File: src/common/rvPkg.sv
// Core package with widths, word types, opcodes, ALU operations and instruction formats
package rvPkg;

	localparam int xlen = 32;
	localparam int regAddrBits = 5;

	typedef logic [xlen-1:0] word_t;
	typedef logic [regAddrBits-1:0] regAddr_t;
	typedef logic [xlen-3:0] wordAddr_t;	// Byte address without bits 1:0

	// ========================================
	// ALU operations
	// ========================================
	// Bit 3 mirrors funct7[5] for R-type and srli/srai
	typedef enum logic [3:0] {
		aluAdd = 4'b0000,
		aluSll = 4'b0001,
		aluSlt = 4'b0010,
		aluXor = 4'b0100,
		aluSrl = 4'b0101,
		aluOr  = 4'b0110,
		aluAnd = 4'b0111,
		aluSub = 4'b1000,
		aluSra = 4'b1101
	} aluOp_t;

	localparam logic [6:0] opLoad   = 7'b0000011;
	localparam logic [6:0] opStore  = 7'b0100011;
	localparam logic [6:0] opBranch = 7'b1100011;
	localparam logic [6:0] opImm    = 7'b0010011;
	localparam logic [6:0] opReg    = 7'b0110011;
	localparam logic [6:0] opJal    = 7'b1101111;

	localparam word_t nopInstr = 32'h0000_0013;	// addi x0, x0, 0

	// ========================================
	// Instruction formats
	// ========================================
	typedef struct packed {
		logic [6:0] funct7;
		regAddr_t   rs2;
		regAddr_t   rs1;
		logic [2:0] funct3;
		regAddr_t   rd;
		logic [6:0] opcode;
	} rFmt_t;

	typedef struct packed {
		logic [11:0] imm;
		regAddr_t    rs1;
		logic [2:0]  funct3;
		regAddr_t    rd;
		logic [6:0]  opcode;
	} iFmt_t;

	typedef struct packed {
		logic [6:0] immHi;
		regAddr_t   rs2;
		regAddr_t   rs1;
		logic [2:0] funct3;
		logic [4:0] immLo;
		logic [6:0] opcode;
	} sFmt_t;

	typedef struct packed {
		logic       imm12;
		logic [5:0] imm10_5;
		regAddr_t   rs2;
		regAddr_t   rs1;
		logic [2:0] funct3;
		logic [3:0] imm4_1;
		logic       imm11;
		logic [6:0] opcode;
	} bFmt_t;

	typedef struct packed {
		logic       imm20;
		logic [9:0] imm10_1;
		logic       imm11;
		logic [7:0] imm19_12;
		regAddr_t   rd;
		logic [6:0] opcode;
	} jFmt_t;

	// Same 32 bits seen through each format
	typedef union packed {
		rFmt_t rFmt;
		iFmt_t iFmt;
		sFmt_t sFmt;
		bFmt_t bFmt;
		jFmt_t jFmt;
	} instrWord_t;

endpackage
File: src/hw/rvCore.sv
// Pipelined core top level with stage instances, interconnect and global hold
`timescale 1ns/10ps

module rvCore import rvPkg::*; #(
	parameter word_t resetPc = '0
) (
	input  logic      clk,
	input  logic      rst_n,
	output wordAddr_t iAddr,
	input  word_t     iData,
	input  logic      iStall,
	output logic      dRead,
	output logic      dWrite,
	output wordAddr_t dAddr,
	output word_t     dWdata,
	input  word_t     dRdata,
	input  logic      dStall
);

	logic hold;

	// IF and IF/ID
	instrWord_t ifInstr;
	word_t      ifPc;
	instrWord_t idInstr;
	word_t      idPc;
	word_t      idPcPlus4;
	logic       idPredTaken;
	word_t      idPredTarget;
	logic       predTaken;
	word_t      predTarget;

	// ID side
	regAddr_t rs1Addr;
	regAddr_t rs2Addr;
	word_t    rs1Data;
	word_t    rs2Data;
	logic     hazardStall;
	logic     redirect;
	word_t    redirectPc;
	logic     branchValid;
	logic     branchTaken;

	// ID/EX
	word_t    exRs1Data;
	word_t    exRs2Data;
	word_t    exImm;
	regAddr_t exRs1;
	regAddr_t exRs2;
	regAddr_t exRd;
	aluOp_t   exAluOp;
	logic     exAluSrc;
	logic     exMemRead;
	logic     exMemWrite;
	logic     exMemToReg;
	logic     exRegWrite;
	logic     exIsJump;
	word_t    exPcPlus4;

	// MEM and WB results
	regAddr_t meRd;
	logic     meRegWrite;
	word_t    meResult;
	regAddr_t wbRd;
	logic     wbRegWrite;
	word_t    wbData;

	assign hold = iStall | dStall;	// Either port freezes everything

	fetchUnit #(
		.resetPc(resetPc)
	) i_fetch (
		.clk(clk), .rst_n(rst_n), .hold(hold), .hazardStall(hazardStall),
		.redirect(redirect), .redirectPc(redirectPc), .iData(iData),
		.predTaken(predTaken), .predTarget(predTarget), .iAddr(iAddr),
		.ifInstr(ifInstr), .ifPc(ifPc), .idInstr(idInstr), .idPc(idPc),
		.idPcPlus4(idPcPlus4), .idPredTaken(idPredTaken), .idPredTarget(idPredTarget)
	);

	branchPredictor i_pred (
		.clk(clk), .rst_n(rst_n), .hold(hold), .ifInstr(ifInstr), .ifPc(ifPc),
		.branchValid(branchValid), .branchTaken(branchTaken),
		.predTaken(predTaken), .predTarget(predTarget)
	);

	decodeUnit i_decode (
		.clk(clk), .rst_n(rst_n), .hold(hold), .idInstr(idInstr), .idPc(idPc),
		.idPcPlus4(idPcPlus4), .idPredTaken(idPredTaken), .idPredTarget(idPredTarget),
		.rs1Data(rs1Data), .rs2Data(rs2Data), .meRd(meRd), .meRegWrite(meRegWrite),
		.meResult(meResult), .wbRd(wbRd), .wbRegWrite(wbRegWrite), .wbData(wbData),
		.rs1Addr(rs1Addr), .rs2Addr(rs2Addr), .hazardStall(hazardStall),
		.redirect(redirect), .redirectPc(redirectPc), .branchValid(branchValid),
		.branchTaken(branchTaken), .exRs1Data(exRs1Data), .exRs2Data(exRs2Data),
		.exImm(exImm), .exRs1(exRs1), .exRs2(exRs2), .exRd(exRd), .exAluOp(exAluOp),
		.exAluSrc(exAluSrc), .exMemRead(exMemRead), .exMemWrite(exMemWrite),
		.exMemToReg(exMemToReg), .exRegWrite(exRegWrite), .exIsJump(exIsJump),
		.exPcPlus4(exPcPlus4)
	);

	regFile i_regs (
		.clk(clk), .rst_n(rst_n), .rs1Addr(rs1Addr), .rs2Addr(rs2Addr),
		.wbRd(wbRd), .wbRegWrite(wbRegWrite), .wbData(wbData),
		.rs1Data(rs1Data), .rs2Data(rs2Data)
	);

	executeUnit i_execute (
		.clk(clk), .rst_n(rst_n), .hold(hold), .exRs1Data(exRs1Data),
		.exRs2Data(exRs2Data), .exImm(exImm), .exRs1(exRs1), .exRs2(exRs2),
		.exRd(exRd), .exAluOp(exAluOp), .exAluSrc(exAluSrc), .exMemRead(exMemRead),
		.exMemWrite(exMemWrite), .exMemToReg(exMemToReg), .exRegWrite(exRegWrite),
		.exIsJump(exIsJump), .exPcPlus4(exPcPlus4), .dRdata(dRdata),
		.dRead(dRead), .dWrite(dWrite), .dAddr(dAddr), .dWdata(dWdata),
		.meRd(meRd), .meRegWrite(meRegWrite), .meResult(meResult),
		.wbRd(wbRd), .wbRegWrite(wbRegWrite), .wbData(wbData)
	);

endmodule

File: src/hw/execute/executeUnit.sv
// Execute, memory and write-back stages with EX forwarding, ALU, EX/MEM and MEM/WB registers
`timescale 1ns/10ps

module executeUnit import rvPkg::*; (
	input  logic      clk,
	input  logic      rst_n,
	input  logic      hold,
	input  word_t     exRs1Data,
	input  word_t     exRs2Data,
	input  word_t     exImm,
	input  regAddr_t  exRs1,
	input  regAddr_t  exRs2,
	input  regAddr_t  exRd,
	input  aluOp_t    exAluOp,
	input  logic      exAluSrc,
	input  logic      exMemRead,
	input  logic      exMemWrite,
	input  logic      exMemToReg,
	input  logic      exRegWrite,
	input  logic      exIsJump,
	input  word_t     exPcPlus4,
	input  word_t     dRdata,
	output logic      dRead,
	output logic      dWrite,
	output wordAddr_t dAddr,
	output word_t     dWdata,
	output regAddr_t  meRd,
	output logic      meRegWrite,
	output word_t     meResult,
	output regAddr_t  wbRd,
	output logic      wbRegWrite,
	output word_t     wbData
);

	word_t opA;
	word_t opB;
	word_t aluB;
	word_t aluOut;
	word_t meAlu;
	word_t mePcPlus4;
	logic  meMemToReg;
	logic  meIsJump;
	word_t loadData;
	word_t wbAlu;
	word_t wbLoad;
	word_t wbPcPlus4;
	logic  wbMemToReg;
	logic  wbIsJump;

	function automatic word_t byteSwap(word_t w);
		return {w[7:0], w[15:8], w[23:16], w[31:24]};
	endfunction

	// Link, load or ALU value of one stage
	function automatic word_t selResult(logic isJump, logic memToReg, word_t pcPlus4,
			word_t load, word_t alu);
		if (isJump) begin
			return pcPlus4;
		end
		return memToReg ? load : alu;
	endfunction

	function automatic word_t forward(regAddr_t src, word_t regVal);
		if (meRegWrite && meRd != '0 && meRd == src) begin
			return meResult;
		end else if (wbRegWrite && wbRd != '0 && wbRd == src) begin
			return wbData;
		end
		return regVal;
	endfunction

	// ========================================
	// EX stage
	// ========================================
	always_comb begin
		opA = forward(exRs1, exRs1Data);
		opB = forward(exRs2, exRs2Data);	// Also the store data
	end

	assign aluB = exAluSrc ? exImm : opB;

	always_comb begin
		case (exAluOp)
			aluAdd:  aluOut = opA + aluB;
			aluSub:  aluOut = opA - aluB;
			aluSll:  aluOut = opA << aluB[4:0];
			aluSlt:  aluOut = {31'b0, $signed(opA) < $signed(aluB)};
			aluXor:  aluOut = opA ^ aluB;
			aluSrl:  aluOut = opA >> aluB[4:0];
			aluSra:  aluOut = $signed(opA) >>> aluB[4:0];
			aluOr:   aluOut = opA | aluB;
			aluAnd:  aluOut = opA & aluB;
			default: aluOut = '0;
		endcase
	end

	// ========================================
	// EX/MEM register and data port
	// ========================================
	always_ff @(posedge clk) begin
		if (!rst_n) begin
			meRd       <= '0;
			meRegWrite <= 1'b0;
			dRead      <= 1'b0;
			dWrite     <= 1'b0;
			meMemToReg <= 1'b0;
			meIsJump   <= 1'b0;
		end else if (!hold) begin
			meRd       <= exRd;
			meRegWrite <= exRegWrite;
			dRead      <= exMemRead;
			dWrite     <= exMemWrite;
			meMemToReg <= exMemToReg;
			meIsJump   <= exIsJump;
		end
	end

	always_ff @(posedge clk) begin
		if (!hold) begin
			meAlu     <= aluOut;
			dWdata    <= byteSwap(opB);	// Little-endian store
			mePcPlus4 <= exPcPlus4;
		end
	end

	assign dAddr    = meAlu[xlen-1:2];
	assign loadData = byteSwap(dRdata);
	assign meResult = selResult(meIsJump, meMemToReg, mePcPlus4, loadData, meAlu);

	// ========================================
	// MEM/WB register and write-back
	// ========================================
	always_ff @(posedge clk) begin
		if (!rst_n) begin
			wbRd       <= '0;
			wbRegWrite <= 1'b0;
			wbMemToReg <= 1'b0;
			wbIsJump   <= 1'b0;
		end else if (!hold) begin
			wbRd       <= meRd;
			wbRegWrite <= meRegWrite;
			wbMemToReg <= meMemToReg;
			wbIsJump   <= meIsJump;
		end
	end

	always_ff @(posedge clk) begin
		if (!hold) begin
			wbAlu     <= meAlu;
			wbLoad    <= loadData;
			wbPcPlus4 <= mePcPlus4;
		end
	end

	assign wbData = selResult(wbIsJump, wbMemToReg, wbPcPlus4, wbLoad, wbAlu);

endmodule

File: src/hw/decode/decodeUnit.sv
// Decode stage with control decode, immediates, branch resolution, hazards and ID/EX register
`timescale 1ns/10ps

module decodeUnit import rvPkg::*; (
	input  logic       clk,
	input  logic       rst_n,
	input  logic       hold,
	input  instrWord_t idInstr,
	input  word_t      idPc,
	input  word_t      idPcPlus4,
	input  logic       idPredTaken,
	input  word_t      idPredTarget,
	input  word_t      rs1Data,
	input  word_t      rs2Data,
	input  regAddr_t   meRd,
	input  logic       meRegWrite,
	input  word_t      meResult,
	input  regAddr_t   wbRd,
	input  logic       wbRegWrite,
	input  word_t      wbData,
	output regAddr_t   rs1Addr,
	output regAddr_t   rs2Addr,
	output logic       hazardStall,
	output logic       redirect,
	output word_t      redirectPc,
	output logic       branchValid,
	output logic       branchTaken,
	output word_t      exRs1Data,
	output word_t      exRs2Data,
	output word_t      exImm,
	output regAddr_t   exRs1,
	output regAddr_t   exRs2,
	output regAddr_t   exRd,
	output aluOp_t     exAluOp,
	output logic       exAluSrc,
	output logic       exMemRead,
	output logic       exMemWrite,
	output logic       exMemToReg,
	output logic       exRegWrite,
	output logic       exIsJump,
	output word_t      exPcPlus4
);

	logic [6:0] opcode;
	logic       isLoad;
	logic       isStore;
	logic       isBranch;
	logic       isImm;
	logic       isReg;
	logic       isJal;
	logic       isShiftImm;
	logic       regWrite;
	aluOp_t     aluOp;
	word_t      iImm;
	word_t      sImm;
	word_t      jImm;
	word_t      imm;
	word_t      fwdRs1;
	word_t      fwdRs2;
	logic       taken;
	logic       mispredict;
	logic       exHit;

	// Newest producer wins
	function automatic word_t forward(regAddr_t src, word_t regVal);
		if (meRegWrite && meRd != '0 && meRd == src) begin
			return meResult;
		end else if (wbRegWrite && wbRd != '0 && wbRd == src) begin
			return wbData;
		end
		return regVal;
	endfunction

	// ========================================
	// Main and ALU control
	// ========================================
	assign opcode     = idInstr.rFmt.opcode;
	assign rs1Addr    = idInstr.rFmt.rs1;
	assign rs2Addr    = idInstr.rFmt.rs2;
	assign isLoad     = (opcode == opLoad);
	assign isStore    = (opcode == opStore);
	assign isBranch   = (opcode == opBranch);
	assign isImm      = (opcode == opImm);
	assign isReg      = (opcode == opReg);
	assign isJal      = (opcode == opJal);
	assign isShiftImm = isImm && (idInstr.iFmt.funct3 == 3'b101);
	assign regWrite   = isReg | isImm | isLoad | isJal;

	always_comb begin
		if (isReg || isShiftImm) begin
			aluOp = aluOp_t'({idInstr.rFmt.funct7[5], idInstr.rFmt.funct3});
		end else if (isImm) begin
			aluOp = aluOp_t'({1'b0, idInstr.iFmt.funct3});
		end else begin
			aluOp = aluAdd;	// Address and link paths
		end
	end

	// Immediates
	assign iImm = {{20{idInstr.iFmt.imm[11]}}, idInstr.iFmt.imm};
	assign sImm = {{20{idInstr.sFmt.immHi[6]}}, idInstr.sFmt.immHi, idInstr.sFmt.immLo};
	assign jImm = {{11{idInstr.jFmt.imm20}}, idInstr.jFmt.imm20, idInstr.jFmt.imm19_12,
		idInstr.jFmt.imm11, idInstr.jFmt.imm10_1, 1'b0};

	always_comb begin
		if (isStore) begin
			imm = sImm;
		end else if (isShiftImm) begin
			imm = {27'b0, idInstr.iFmt.imm[4:0]};	// shamt, zero-extended
		end else begin
			imm = iImm;
		end
	end

	// ========================================
	// Branch resolution and hazards
	// ========================================
	always_comb begin
		fwdRs1 = forward(rs1Addr, rs1Data);
		fwdRs2 = forward(rs2Addr, rs2Data);
	end

	// funct3[0] separates bne from beq
	assign taken      = isBranch && ((fwdRs1 == fwdRs2) ^ idInstr.bFmt.funct3[0]);
	assign mispredict = isBranch && (taken != idPredTaken);

	// EX producer not yet forwardable
	assign exHit = exRegWrite && exRd != '0 && (exRd == rs1Addr || exRd == rs2Addr);
	assign hazardStall = exHit && (exMemRead || isBranch);

	assign redirect    = !hazardStall && (isJal || mispredict);
	assign branchValid = isBranch && !hazardStall;
	assign branchTaken = taken;

	always_comb begin
		if (isJal) begin
			redirectPc = idPc + jImm;
		end else if (taken) begin
			redirectPc = idPredTarget;	// Was guessed not taken
		end else begin
			redirectPc = idPcPlus4;
		end
	end

	// ========================================
	// ID/EX register
	// ========================================
	always_ff @(posedge clk) begin
		if (!rst_n || (!hold && hazardStall)) begin
			exRs1      <= '0;	// Bubble
			exRs2      <= '0;
			exRd       <= '0;
			exAluOp    <= aluAdd;
			exAluSrc   <= 1'b0;
			exMemRead  <= 1'b0;
			exMemWrite <= 1'b0;
			exMemToReg <= 1'b0;
			exRegWrite <= 1'b0;
			exIsJump   <= 1'b0;
		end else if (!hold) begin
			exRs1      <= rs1Addr;
			exRs2      <= rs2Addr;
			exRd       <= idInstr.rFmt.rd;
			exAluOp    <= aluOp;
			exAluSrc   <= isImm | isLoad | isStore;
			exMemRead  <= isLoad;
			exMemWrite <= isStore;
			exMemToReg <= isLoad;
			exRegWrite <= regWrite;
			exIsJump   <= isJal;
		end
	end

	always_ff @(posedge clk) begin
		if (!hold) begin
			exRs1Data <= fwdRs1;
			exRs2Data <= fwdRs2;
			exImm     <= imm;
			exPcPlus4 <= idPcPlus4;
		end
	end

endmodule

File: src/hw/decode/regFile.sv
// Register file, 31 writable words with write-back pass-through on both read ports
`timescale 1ns/10ps

module regFile import rvPkg::*; (
	input  logic     clk,
	input  logic     rst_n,
	input  regAddr_t rs1Addr,
	input  regAddr_t rs2Addr,
	input  regAddr_t wbRd,
	input  logic     wbRegWrite,
	input  word_t    wbData,
	output word_t    rs1Data,
	output word_t    rs2Data
);

	word_t regs [1:31];

	function automatic word_t readPort(regAddr_t addr);
		if (addr == '0) begin
			return '0;	// x0
		end else if (wbRegWrite && wbRd == addr) begin
			return wbData;	// Same-cycle write-back
		end
		return regs[addr];
	endfunction

	always_comb begin
		rs1Data = readPort(rs1Addr);
		rs2Data = readPort(rs2Addr);
	end

	always_ff @(posedge clk) begin
		if (!rst_n) begin
			for (int i = 1; i < 32; i++) begin
				regs[i] <= '0;
			end
		end else if (wbRegWrite && wbRd != '0) begin
			regs[wbRd] <= wbData;
		end
	end

endmodule

File: src/hw/fetch/branchPredictor.sv
// One-bit branch predictor FSM with predicted-target adder for the fetched branch
`timescale 1ns/10ps

module branchPredictor import rvPkg::*; (
	input  logic       clk,
	input  logic       rst_n,
	input  logic       hold,
	input  instrWord_t ifInstr,
	input  word_t      ifPc,
	input  logic       branchValid,
	input  logic       branchTaken,
	output logic       predTaken,
	output word_t      predTarget
);

	localparam logic stTaken    = 1'b0;
	localparam logic stNotTaken = 1'b1;

	logic  state;
	logic  stateNext;
	word_t bImm;

	// Last resolved outcome decides the next guess
	always_comb begin
		stateNext = state;
		case (state)
			stTaken: begin
				if (branchValid && !branchTaken) begin
					stateNext = stNotTaken;
				end
			end
			stNotTaken: begin
				if (branchValid && branchTaken) begin
					stateNext = stTaken;
				end
			end
			default: stateNext = stTaken;
		endcase
	end

	always_ff @(posedge clk) begin
		if (!rst_n) begin
			state <= stTaken;
		end else if (!hold) begin
			state <= stateNext;
		end
	end

	assign predTaken = (state == stTaken);

	// B-type immediate of the word in IF
	assign bImm = {{20{ifInstr.bFmt.imm12}}, ifInstr.bFmt.imm11,
		ifInstr.bFmt.imm10_5, ifInstr.bFmt.imm4_1, 1'b0};
	assign predTarget = ifPc + bImm;

endmodule

File: src/hw/fetch/fetchUnit.sv
// Fetch stage with PC register, next-PC select, instruction byte swap and IF/ID register
`timescale 1ns/10ps

module fetchUnit import rvPkg::*; #(
	parameter word_t resetPc = '0
) (
	input  logic       clk,
	input  logic       rst_n,
	input  logic       hold,
	input  logic       hazardStall,
	input  logic       redirect,
	input  word_t      redirectPc,
	input  word_t      iData,
	input  logic       predTaken,
	input  word_t      predTarget,
	output wordAddr_t  iAddr,
	output instrWord_t ifInstr,
	output word_t      ifPc,
	output instrWord_t idInstr,
	output word_t      idPc,
	output word_t      idPcPlus4,
	output logic       idPredTaken,
	output word_t      idPredTarget
);

	word_t pc;
	word_t pcPlus4;
	word_t nextPc;
	logic  freeze;

	assign freeze  = hold | hazardStall;
	assign pcPlus4 = pc + 32'd4;
	assign iAddr   = pc[xlen-1:2];
	assign ifPc    = pc;

	// Memory holds little-endian words
	assign ifInstr = {iData[7:0], iData[15:8], iData[23:16], iData[31:24]};

	// ========================================
	// Next PC
	// ========================================
	always_comb begin
		if (freeze) begin
			nextPc = pc;
		end else if (redirect) begin
			nextPc = redirectPc;	// Jal or branch repair from ID
		end else if (ifInstr.bFmt.opcode == opBranch && predTaken) begin
			nextPc = predTarget;
		end else begin
			nextPc = pcPlus4;
		end
	end

	always_ff @(posedge clk) begin
		if (!rst_n) begin
			pc <= resetPc;
		end else begin
			pc <= nextPc;
		end
	end

	// ========================================
	// IF/ID register
	// ========================================
	always_ff @(posedge clk) begin
		if (!rst_n) begin
			idInstr     <= nopInstr;
			idPredTaken <= 1'b1;
		end else if (!freeze) begin
			if (redirect) begin
				idInstr     <= nopInstr;	// Kill the wrong-path fetch
				idPredTaken <= 1'b1;
			end else begin
				idInstr     <= ifInstr;
				idPredTaken <= predTaken;
			end
		end
	end

	// Payload follows the same freeze
	always_ff @(posedge clk) begin
		if (!freeze) begin
			idPc         <= pc;
			idPcPlus4    <= pcPlus4;
			idPredTarget <= predTarget;
		end
	end

endmodule

File: config.mk
export PLATFORM = sky130hd
export DESIGN_NAME = rvCore
export DESIGN_NICKNAME = d
export VERILOG_FILES = /design/src/common/rvPkg.sv /design/src/hw/rvCore.sv /design/src/hw/execute/executeUnit.sv /design/src/hw/decode/decodeUnit.sv /design/src/hw/decode/regFile.sv /design/src/hw/fetch/branchPredictor.sv /design/src/hw/fetch/fetchUnit.sv
export SDC_FILE = /design/constraint.sdc
export NUM_CORES = 2
export LEC_CHECK = 0
export ABC_AREA = 0
export BUFFER_PORTS_ARGS = -buffer_cell sky130_fd_sc_hd__buf_2
export CAP_MARGIN = 20
export CORE_ASPECT_RATIO = 0.9
export CORE_MARGIN = 8
export CORE_UTILIZATION = 40
export DETAILED_ROUTE_END_ITERATION = 10
export GPL_TIMING_DRIVEN = 0
export PLACE_DENSITY = 0.62
export SLEW_MARGIN = 20
export SYNTH_ARGS = -nofsm -noshare
export SYNTH_HDL_FRONTEND = slang
export SYNTH_HIERARCHICAL = 1
export SYNTH_SLANG_ARGS = --single-unit
File: constraint.sdc
create_clock -name clk -period 8.5 [get_ports clk]
set_clock_uncertainty 0.05 [all_clocks]
set_input_delay 1.275 -clock clk [delete_from_list [all_inputs] [get_ports clk]]
set_output_delay 1.275 -clock clk [all_outputs]
set_load 0.1 [all_outputs]
# ---- Yosys cells after proc, flatten, opt, wreduce, memory -nomap -nowiden
# Memory sizes are Yosys's and may differ from the RTL's. A register that Yosys moved wholly into a read port is not among the register bits.
# Index checks and enable logic that the tools add are counted.
dict set report classes {
  muxes 64
  bitwise_logic 12
  order_cmp 1
  n_eq_ne 28
  add_sub_neg 5
  n_shift 3
  reduce_logical 40
}
# cell count
set ops {}
lappend ops {{two-way mux 32 bit} 33}
lappend ops {{one-hot mux 32 bit (9 select lines)} 1}
lappend ops {{adder 32 bit} 3}
lappend ops {{equality test 5 bit} 10}
lappend ops {{adder 32 x 3 -> 32 bit (second input constant)} 1}
lappend ops {{AND 32 bit} 1}
lappend ops {{equality test 32 bit} 1}
lappend ops {{< comparator 32 bit} 1}
lappend ops {{bitwise OR 32 bit} 1}
lappend ops {{OR reduction 32 bit} 1}
lappend ops {{<< shifter 32 x 5 -> 32 bit} 1}
lappend ops {{right shift 32 x 5 -> 32 bit} 1}
lappend ops {{>>> shifter 32 x 5 -> 32 bit} 1}
lappend ops {{subtractor 32 bit} 1}
lappend ops {{bitwise XOR 32 bit} 1}
lappend ops {{two-way mux 5 bit} 5}
lappend ops {{logical AND 1 bit} 24}
lappend ops {{two-way mux 1 bit} 22}
lappend ops {{equality test 7 bit (second input constant)} 3}
lappend ops {{equality test 4 x 3 -> 1 bit (second input constant)} 4}
lappend ops {{nonzero test 5 bit} 3}
lappend ops {{equality test 7 x 6 -> 1 bit (second input constant)} 2}
lappend ops {{zero test 5 bit} 2}
lappend ops {{equality test 4 bit (second input constant)} 2}
lappend ops {{15 further kinds} 28}
dict set report totals {
  regBits 523
  out_inout_bits 94
  ramBits 992
  wordCells 189
  inputBits 68
  n_memories 1
}
# name depth word_bits rd rd_clocked_by_memory_dff wr line_no
set mem_list {}
lappend mem_list {i_regs.regs 31 32 2 2 31 regFile.sv:16} ;# word_t regs [1:31];

# ---- Longest topological paths before layout
dict set report depth {
  depth_word 16
  mapped_depth 26
  depth_no_buf 20
}

# ---- Cells and area by module
# The synthesis kept the hierarchy.
# module area_each_um2 cells_each seq_area_each_um2 instances
set by_module_without_submodules {}
lappend by_module_without_submodules {regFile 55273.0 3749 30749.5 1}
lappend by_module_without_submodules {executeUnit 18485.2 2060 6125.9 1}
lappend by_module_without_submodules {decodeUnit 9598.0 1002 3723.6 1}
lappend by_module_without_submodules {fetchUnit 7234.4 673 4124.0 1}
lappend by_module_without_submodules {branchPredictor 1908.1 281 20.0 1}
lappend by_module_without_submodules {rvCore 6.3 1 0.0 1}

# ---- Worst setup path before layout
# Ideal clock, no wire load.
dict set report synth_path {
  path_kind {input to register}
  startpoint {input port dStall}
  endpoint {register i_execute.dWdata[0], enable pin}
  stages 4
  arrival_ns 5.969
  setup_ns 0.544
  setup_slack_ns 1.936
  n_path_buf 2
  path_cell_list {or2_1 > clkbuf_1 > buf_1 > inv_1}
}
dict set report synth_between {
  elab_chain_cells 1
}
# item line_no
set synth_rtl {}
lappend synth_rtl {{start, declared} rvCore.sv:17} ;# input logic dStall
lappend synth_rtl {{bitwise OR 1 bit} rvCore.sv:68} ;# assign hold = iStall | dStall;
lappend synth_rtl {{end signal, assigned} executeUnit.sv:121} ;# dWdata <= byteSwap(opB);
lappend synth_rtl {{end, declared} executeUnit.sv:26} ;# output word_t dWdata,
# No other way between the ends.
# A chain may end at the register's enable or synchronous reset.

# ---- Final worst setup path
dict set report layout_path {
  startpoint {register i_fetch/idInstr[16] (netlist bit)}
  endpoint {register i_fetch.pc[23], in the netlist i_fetch/ifPc[23]}
}
dict set report layout_between {
  elab_chain_cells 14
  elab_cells_between_ends 31
  classes_between {1 x add/sub; 5 x eq/ne; 11 x mux; 2 x bitwise; 12 x reduce/logical}
}
# item line_no
set layout_rtl {}
lappend layout_rtl {{start, declared} fetchUnit.sv:19} ;# output instrWord_t idInstr,
lappend layout_rtl {{start signal, assigned} fetchUnit.sv:67} ;# idInstr <= nopInstr;
lappend layout_rtl {{start signal, assigned} fetchUnit.sv:71} ;# idInstr <= nopInstr;
lappend layout_rtl {{start signal, assigned} fetchUnit.sv:74} ;# idInstr <= ifInstr;
lappend layout_rtl {{equality test 5 bit} regFile.sv:21} ;# end else if (wbRegWrite && wbRd == addr) begin
lappend layout_rtl {{logical AND 1 bit} regFile.sv:21}
lappend layout_rtl {{two-way mux 1 bit} regFile.sv:21}
lappend layout_rtl {{two-way mux 1 bit} regFile.sv:19} ;# if (addr == '0) begin
lappend layout_rtl {{two-way mux 32 bit *} regFile.sv:24} ;# return regs[addr];
lappend layout_rtl {{named net rs1Data[21]} rvCore.sv:36} ;# word_t rs1Data;
lappend layout_rtl {{two-way mux 32 bit *} decodeUnit.sv:71} ;# return regVal;
lappend layout_rtl {{equality test 32 bit *} decodeUnit.sv:124} ;# assign taken = isBranch && ((fwdRs1 == fwdRs2) ^ idInstr.bFmt.funct3[0]);
lappend layout_rtl {{bitwise XOR 1 bit *} decodeUnit.sv:124}
lappend layout_rtl {{logical AND 1 bit *} decodeUnit.sv:124}
lappend layout_rtl {{inequality test 1 bit *} decodeUnit.sv:125} ;# assign mispredict = isBranch && (taken != idPredTaken);
lappend layout_rtl {{logical AND 1 bit *} decodeUnit.sv:125}
lappend layout_rtl {{logical OR 1 bit *} decodeUnit.sv:131} ;# assign redirect = !hazardStall && (isJal || mispredict);
lappend layout_rtl {{logical AND 1 bit *} decodeUnit.sv:131}
lappend layout_rtl {{named net redirect} rvCore.sv:39} ;# logic redirect;
lappend layout_rtl {{two-way mux 32 bit *} fetchUnit.sv:45} ;# end else if (redirect) begin
lappend layout_rtl {{end signal, assigned} fetchUnit.sv:56} ;# pc <= resetPc;
lappend layout_rtl {{end signal, assigned} fetchUnit.sv:58} ;# pc <= nextPc;
lappend layout_rtl {{end, declared} fetchUnit.sv:26} ;# word_t pc;
# Mark *: on every way through the listed nets, which the timed path passes. The rest lies on a longest branch.

==> run_results.csv <==
group,metric,value,unit
layout,largest_register,"i_regs/regs",
run_status,violations,"negative setup slack",
sta,hold_viol_final,0,
floorplan,initial_utilization,40.2,%
floorplan,core_area,230000,sq um
floorplan,design.die.area,247000,sq um
placement,numPlacedInstances,11100,
detailed_routing,vias,75700,
sta,finalWorstPathRequiredPeriod,8.65,ns
layout,largest_register_ffs,1024,
sta,timing_max_transition_violations_final,0,
grt,initial_antenna_violation_count,38,
cts,htreeDepth,4,
layout,postLayoutCoreUtil,46.1,%
min_path,worstHoldPathType,"flip-flop to flip-flop",
critical_path,worst-endpoint-required,9.20,ns
critical_path,worst_setup_path_end_kind,"flip-flop",
cts,cts-root-buf,"sky130_fd_sc_hd__clkbuf_16",
cts,cts_bufs_inserted,170,
critical_path,critical-path-top-cell-by-count,"sky130_fd_sc_hd__buf_4",
grt,global_route.usage.total,34.0,%
placement,place.port_buffers,161,
critical_path,cpMaxStageDelayCell,"sky130_fd_sc_hd__dfxtp_1",
layout,area_delta_synth_final,14.8,%
layout,drive_gt1_share,19.2,%
detailed_routing,drtIter0Drc,12900,
placement,gp_routability_congestion,1.07,
yosys,synth_area_per_cell,11.9,sq um
cts,clockBufferDepth,3,
yosys,postSynthCellCount,7746,
cts,cts_sinks,1526,
cts,clock_tree_from_tritoncts,"built",
floorplan,die_h,472,microns
detailed_routing,wl,438000,microns
power,power.static_leakage,0.0379,uW
floorplan,num_rows,167,
detailed_routing,route.detailed.vias_per_inst,6.62,
sta,max-slew-margin-rel,12.4,%
placement,detailedPlacementHpwl,330000,microns
layout,area_taken_by_multi_input_logic_gates,44200,sq um
sta,worst_slew_pin_slew,1.31,ns
sta,max_freq,116,MHz
critical_path,setup.reg_to_reg.worst_slack,-0.15,ns
critical_path,sort_of_element_at_the_start_of_the_critical_path,"flip-flop",
sta,timing.final.setup_violations,5,
power,power_density,190,nW/um^2
layout,final.fill_count,20900,
grt,grt_pass1_vias,71000,
cts,holdBufCountCts,0,
floorplan,die_w,523,microns
yosys,total_standard_cell_area_after_synthesis,92400,sq um
sta,fin_tns_setup,-0.285,ns
yosys,yosys_warnings,6,
detailed_routing,avgRoutedWirePerCell,38.3,microns
layout,post_layout_nonfiller_instances,11400,
power,vdd.ir_drop.worst,0.198,mV
grt,grt_start_max_net_pins,92,
detailed_routing,detailedRoute.firstPassIterationCount,9,
sta,worst_hold_slack,0.359,ns
floorplan,design.portCount,162,
detailed_routing,route.detailed.drc,0,
critical_path,critical_path_arrival,9.35,ns
critical_path,critical_path_buf_inv_count,7,
detailed_routing,antenna_violating_nets_post_route,0,
layout,design.final.nets,8447,
grt,overflow,0,
cts,cts.clk_slew.worst_paths,0.06,ns
layout,register_cell_area_after_layout,44700,sq um
critical_path,cell_family_with_the_largest_share_of_critical_path_delay,"simple AND/OR/NAND/NOR gates",
grt,grt_pass1_wl,586000,microns
critical_path,worstSetupPathType,"flip-flop to flip-flop",
sta,finalCritPeriodShare,102,%
critical_path,path_max_fanout,11,
flow_run,max_cap_viol_count,0,
sta,setup_ws,-0.148,ns
critical_path,critical_path.cell_chain,"buf_4 -> buf_4 -> buf_2 -> buf_4 -> clkbuf_4 -> mux4_2 -> nor2_1 -> nor2_1 -> o21ai_1 -> o221ai_1 -> mux2i_2 -> a221o_1 -> a221oi_1 -> or4_1 -> or4_4 -> nor3_1 -> or3_1 -> o211ai_1 -> clkbuf_1 -> clkbuf_2 -> nor2b_1 -> nand2_1 -> o21bai_1 -> a211oi_1",
cts,clk_latency,0.89,ns
critical_path,max_stage_delay,0.73,ns
run_status,status,"finished with violations",
-- where the power goes --
group          internal [uW]  switching, uW  leakage, uW  total, uW
sequential              8540            213       0.0151       8750
clock                   4140           3320      0.00269       7460
combinational           1190           2740       0.0201       3930
-- through the flow --
step / setup WS, ns / area [sq um] / total power (uW)
2_1_floorplan: 1.94 / 92500 / 10900
3_3_place_gp: -2.19 / 97100 / 12500
3_5_place_dp: -0.921 / 100000 / 12600
4_1_cts: 0.000147 / 106000 / 20000
5_1_grt: -0.000636 / 106000 / 20500
6_report: -0.148 / 106000 / 20100
-- area by class of cell --
| cell class | instances | share of cell area (%) |
|---|---|---|
| multi-input combinational | 5316 | 41.6 |
| antenna | 25 | 0.0590 |
| buffer | 763 | 3.58 |
| inverter | 170 | 0.613 |
| clock inverter | 87 | 0.985 |
| clock buffer | 228 | 4.27 |
| timing repair buffer | 270 | 3.07 |
| tap | 3042 | 3.59 |
| sequential | 1526 | 42.2 |
-- per-layer routing --
layer	track usage [%]	wire, microns
met1	46.1	171000
met2	47.0	174000
met3	15.0	67900
met4	15.0	24700
met5	0	86
-- layout by cell type (no fill, tap or decap), types with 209 or more instances in the layout --
cell type	count
sky130_fd_sc_hd__a21oi_1	302
sky130_fd_sc_hd__and2_1	1001
sky130_fd_sc_hd__buf_2	273
sky130_fd_sc_hd__clkbuf_1	439
sky130_fd_sc_hd__edfxtp_1	1418
sky130_fd_sc_hd__mux2i_1	496
sky130_fd_sc_hd__mux4_2	460
sky130_fd_sc_hd__nand2_1	457
sky130_fd_sc_hd__nor2_1	385
sky130_fd_sc_hd__o21ai_0	209
-- final timing paths --
| kind | start | endpoint | depth (start not counted) |
|---|---|---|---|
| max | i_fetch/idInstr[16] | i_fetch/ifPc[23] | 24 |
| min | i_decode/exPcPlus4[1] | i_execute/mePcPlus4[1] | 0 |
| max reg2reg | i_fetch/idInstr[16] | i_fetch/ifPc[23] | 24 |
| min reg2reg | i_decode/exPcPlus4[1] | i_execute/mePcPlus4[1] | 0 |
-- repair_timing --
| action | CTS | global route |
|---|---|---|
| resized for setup | 41 | 56 |
| pin swaps | 0 | 1 |
| setup buffers | 0 | 2 |
| endpoints found under the setup margin | 69 | 75 |
(Power assumes the default switching activity.)
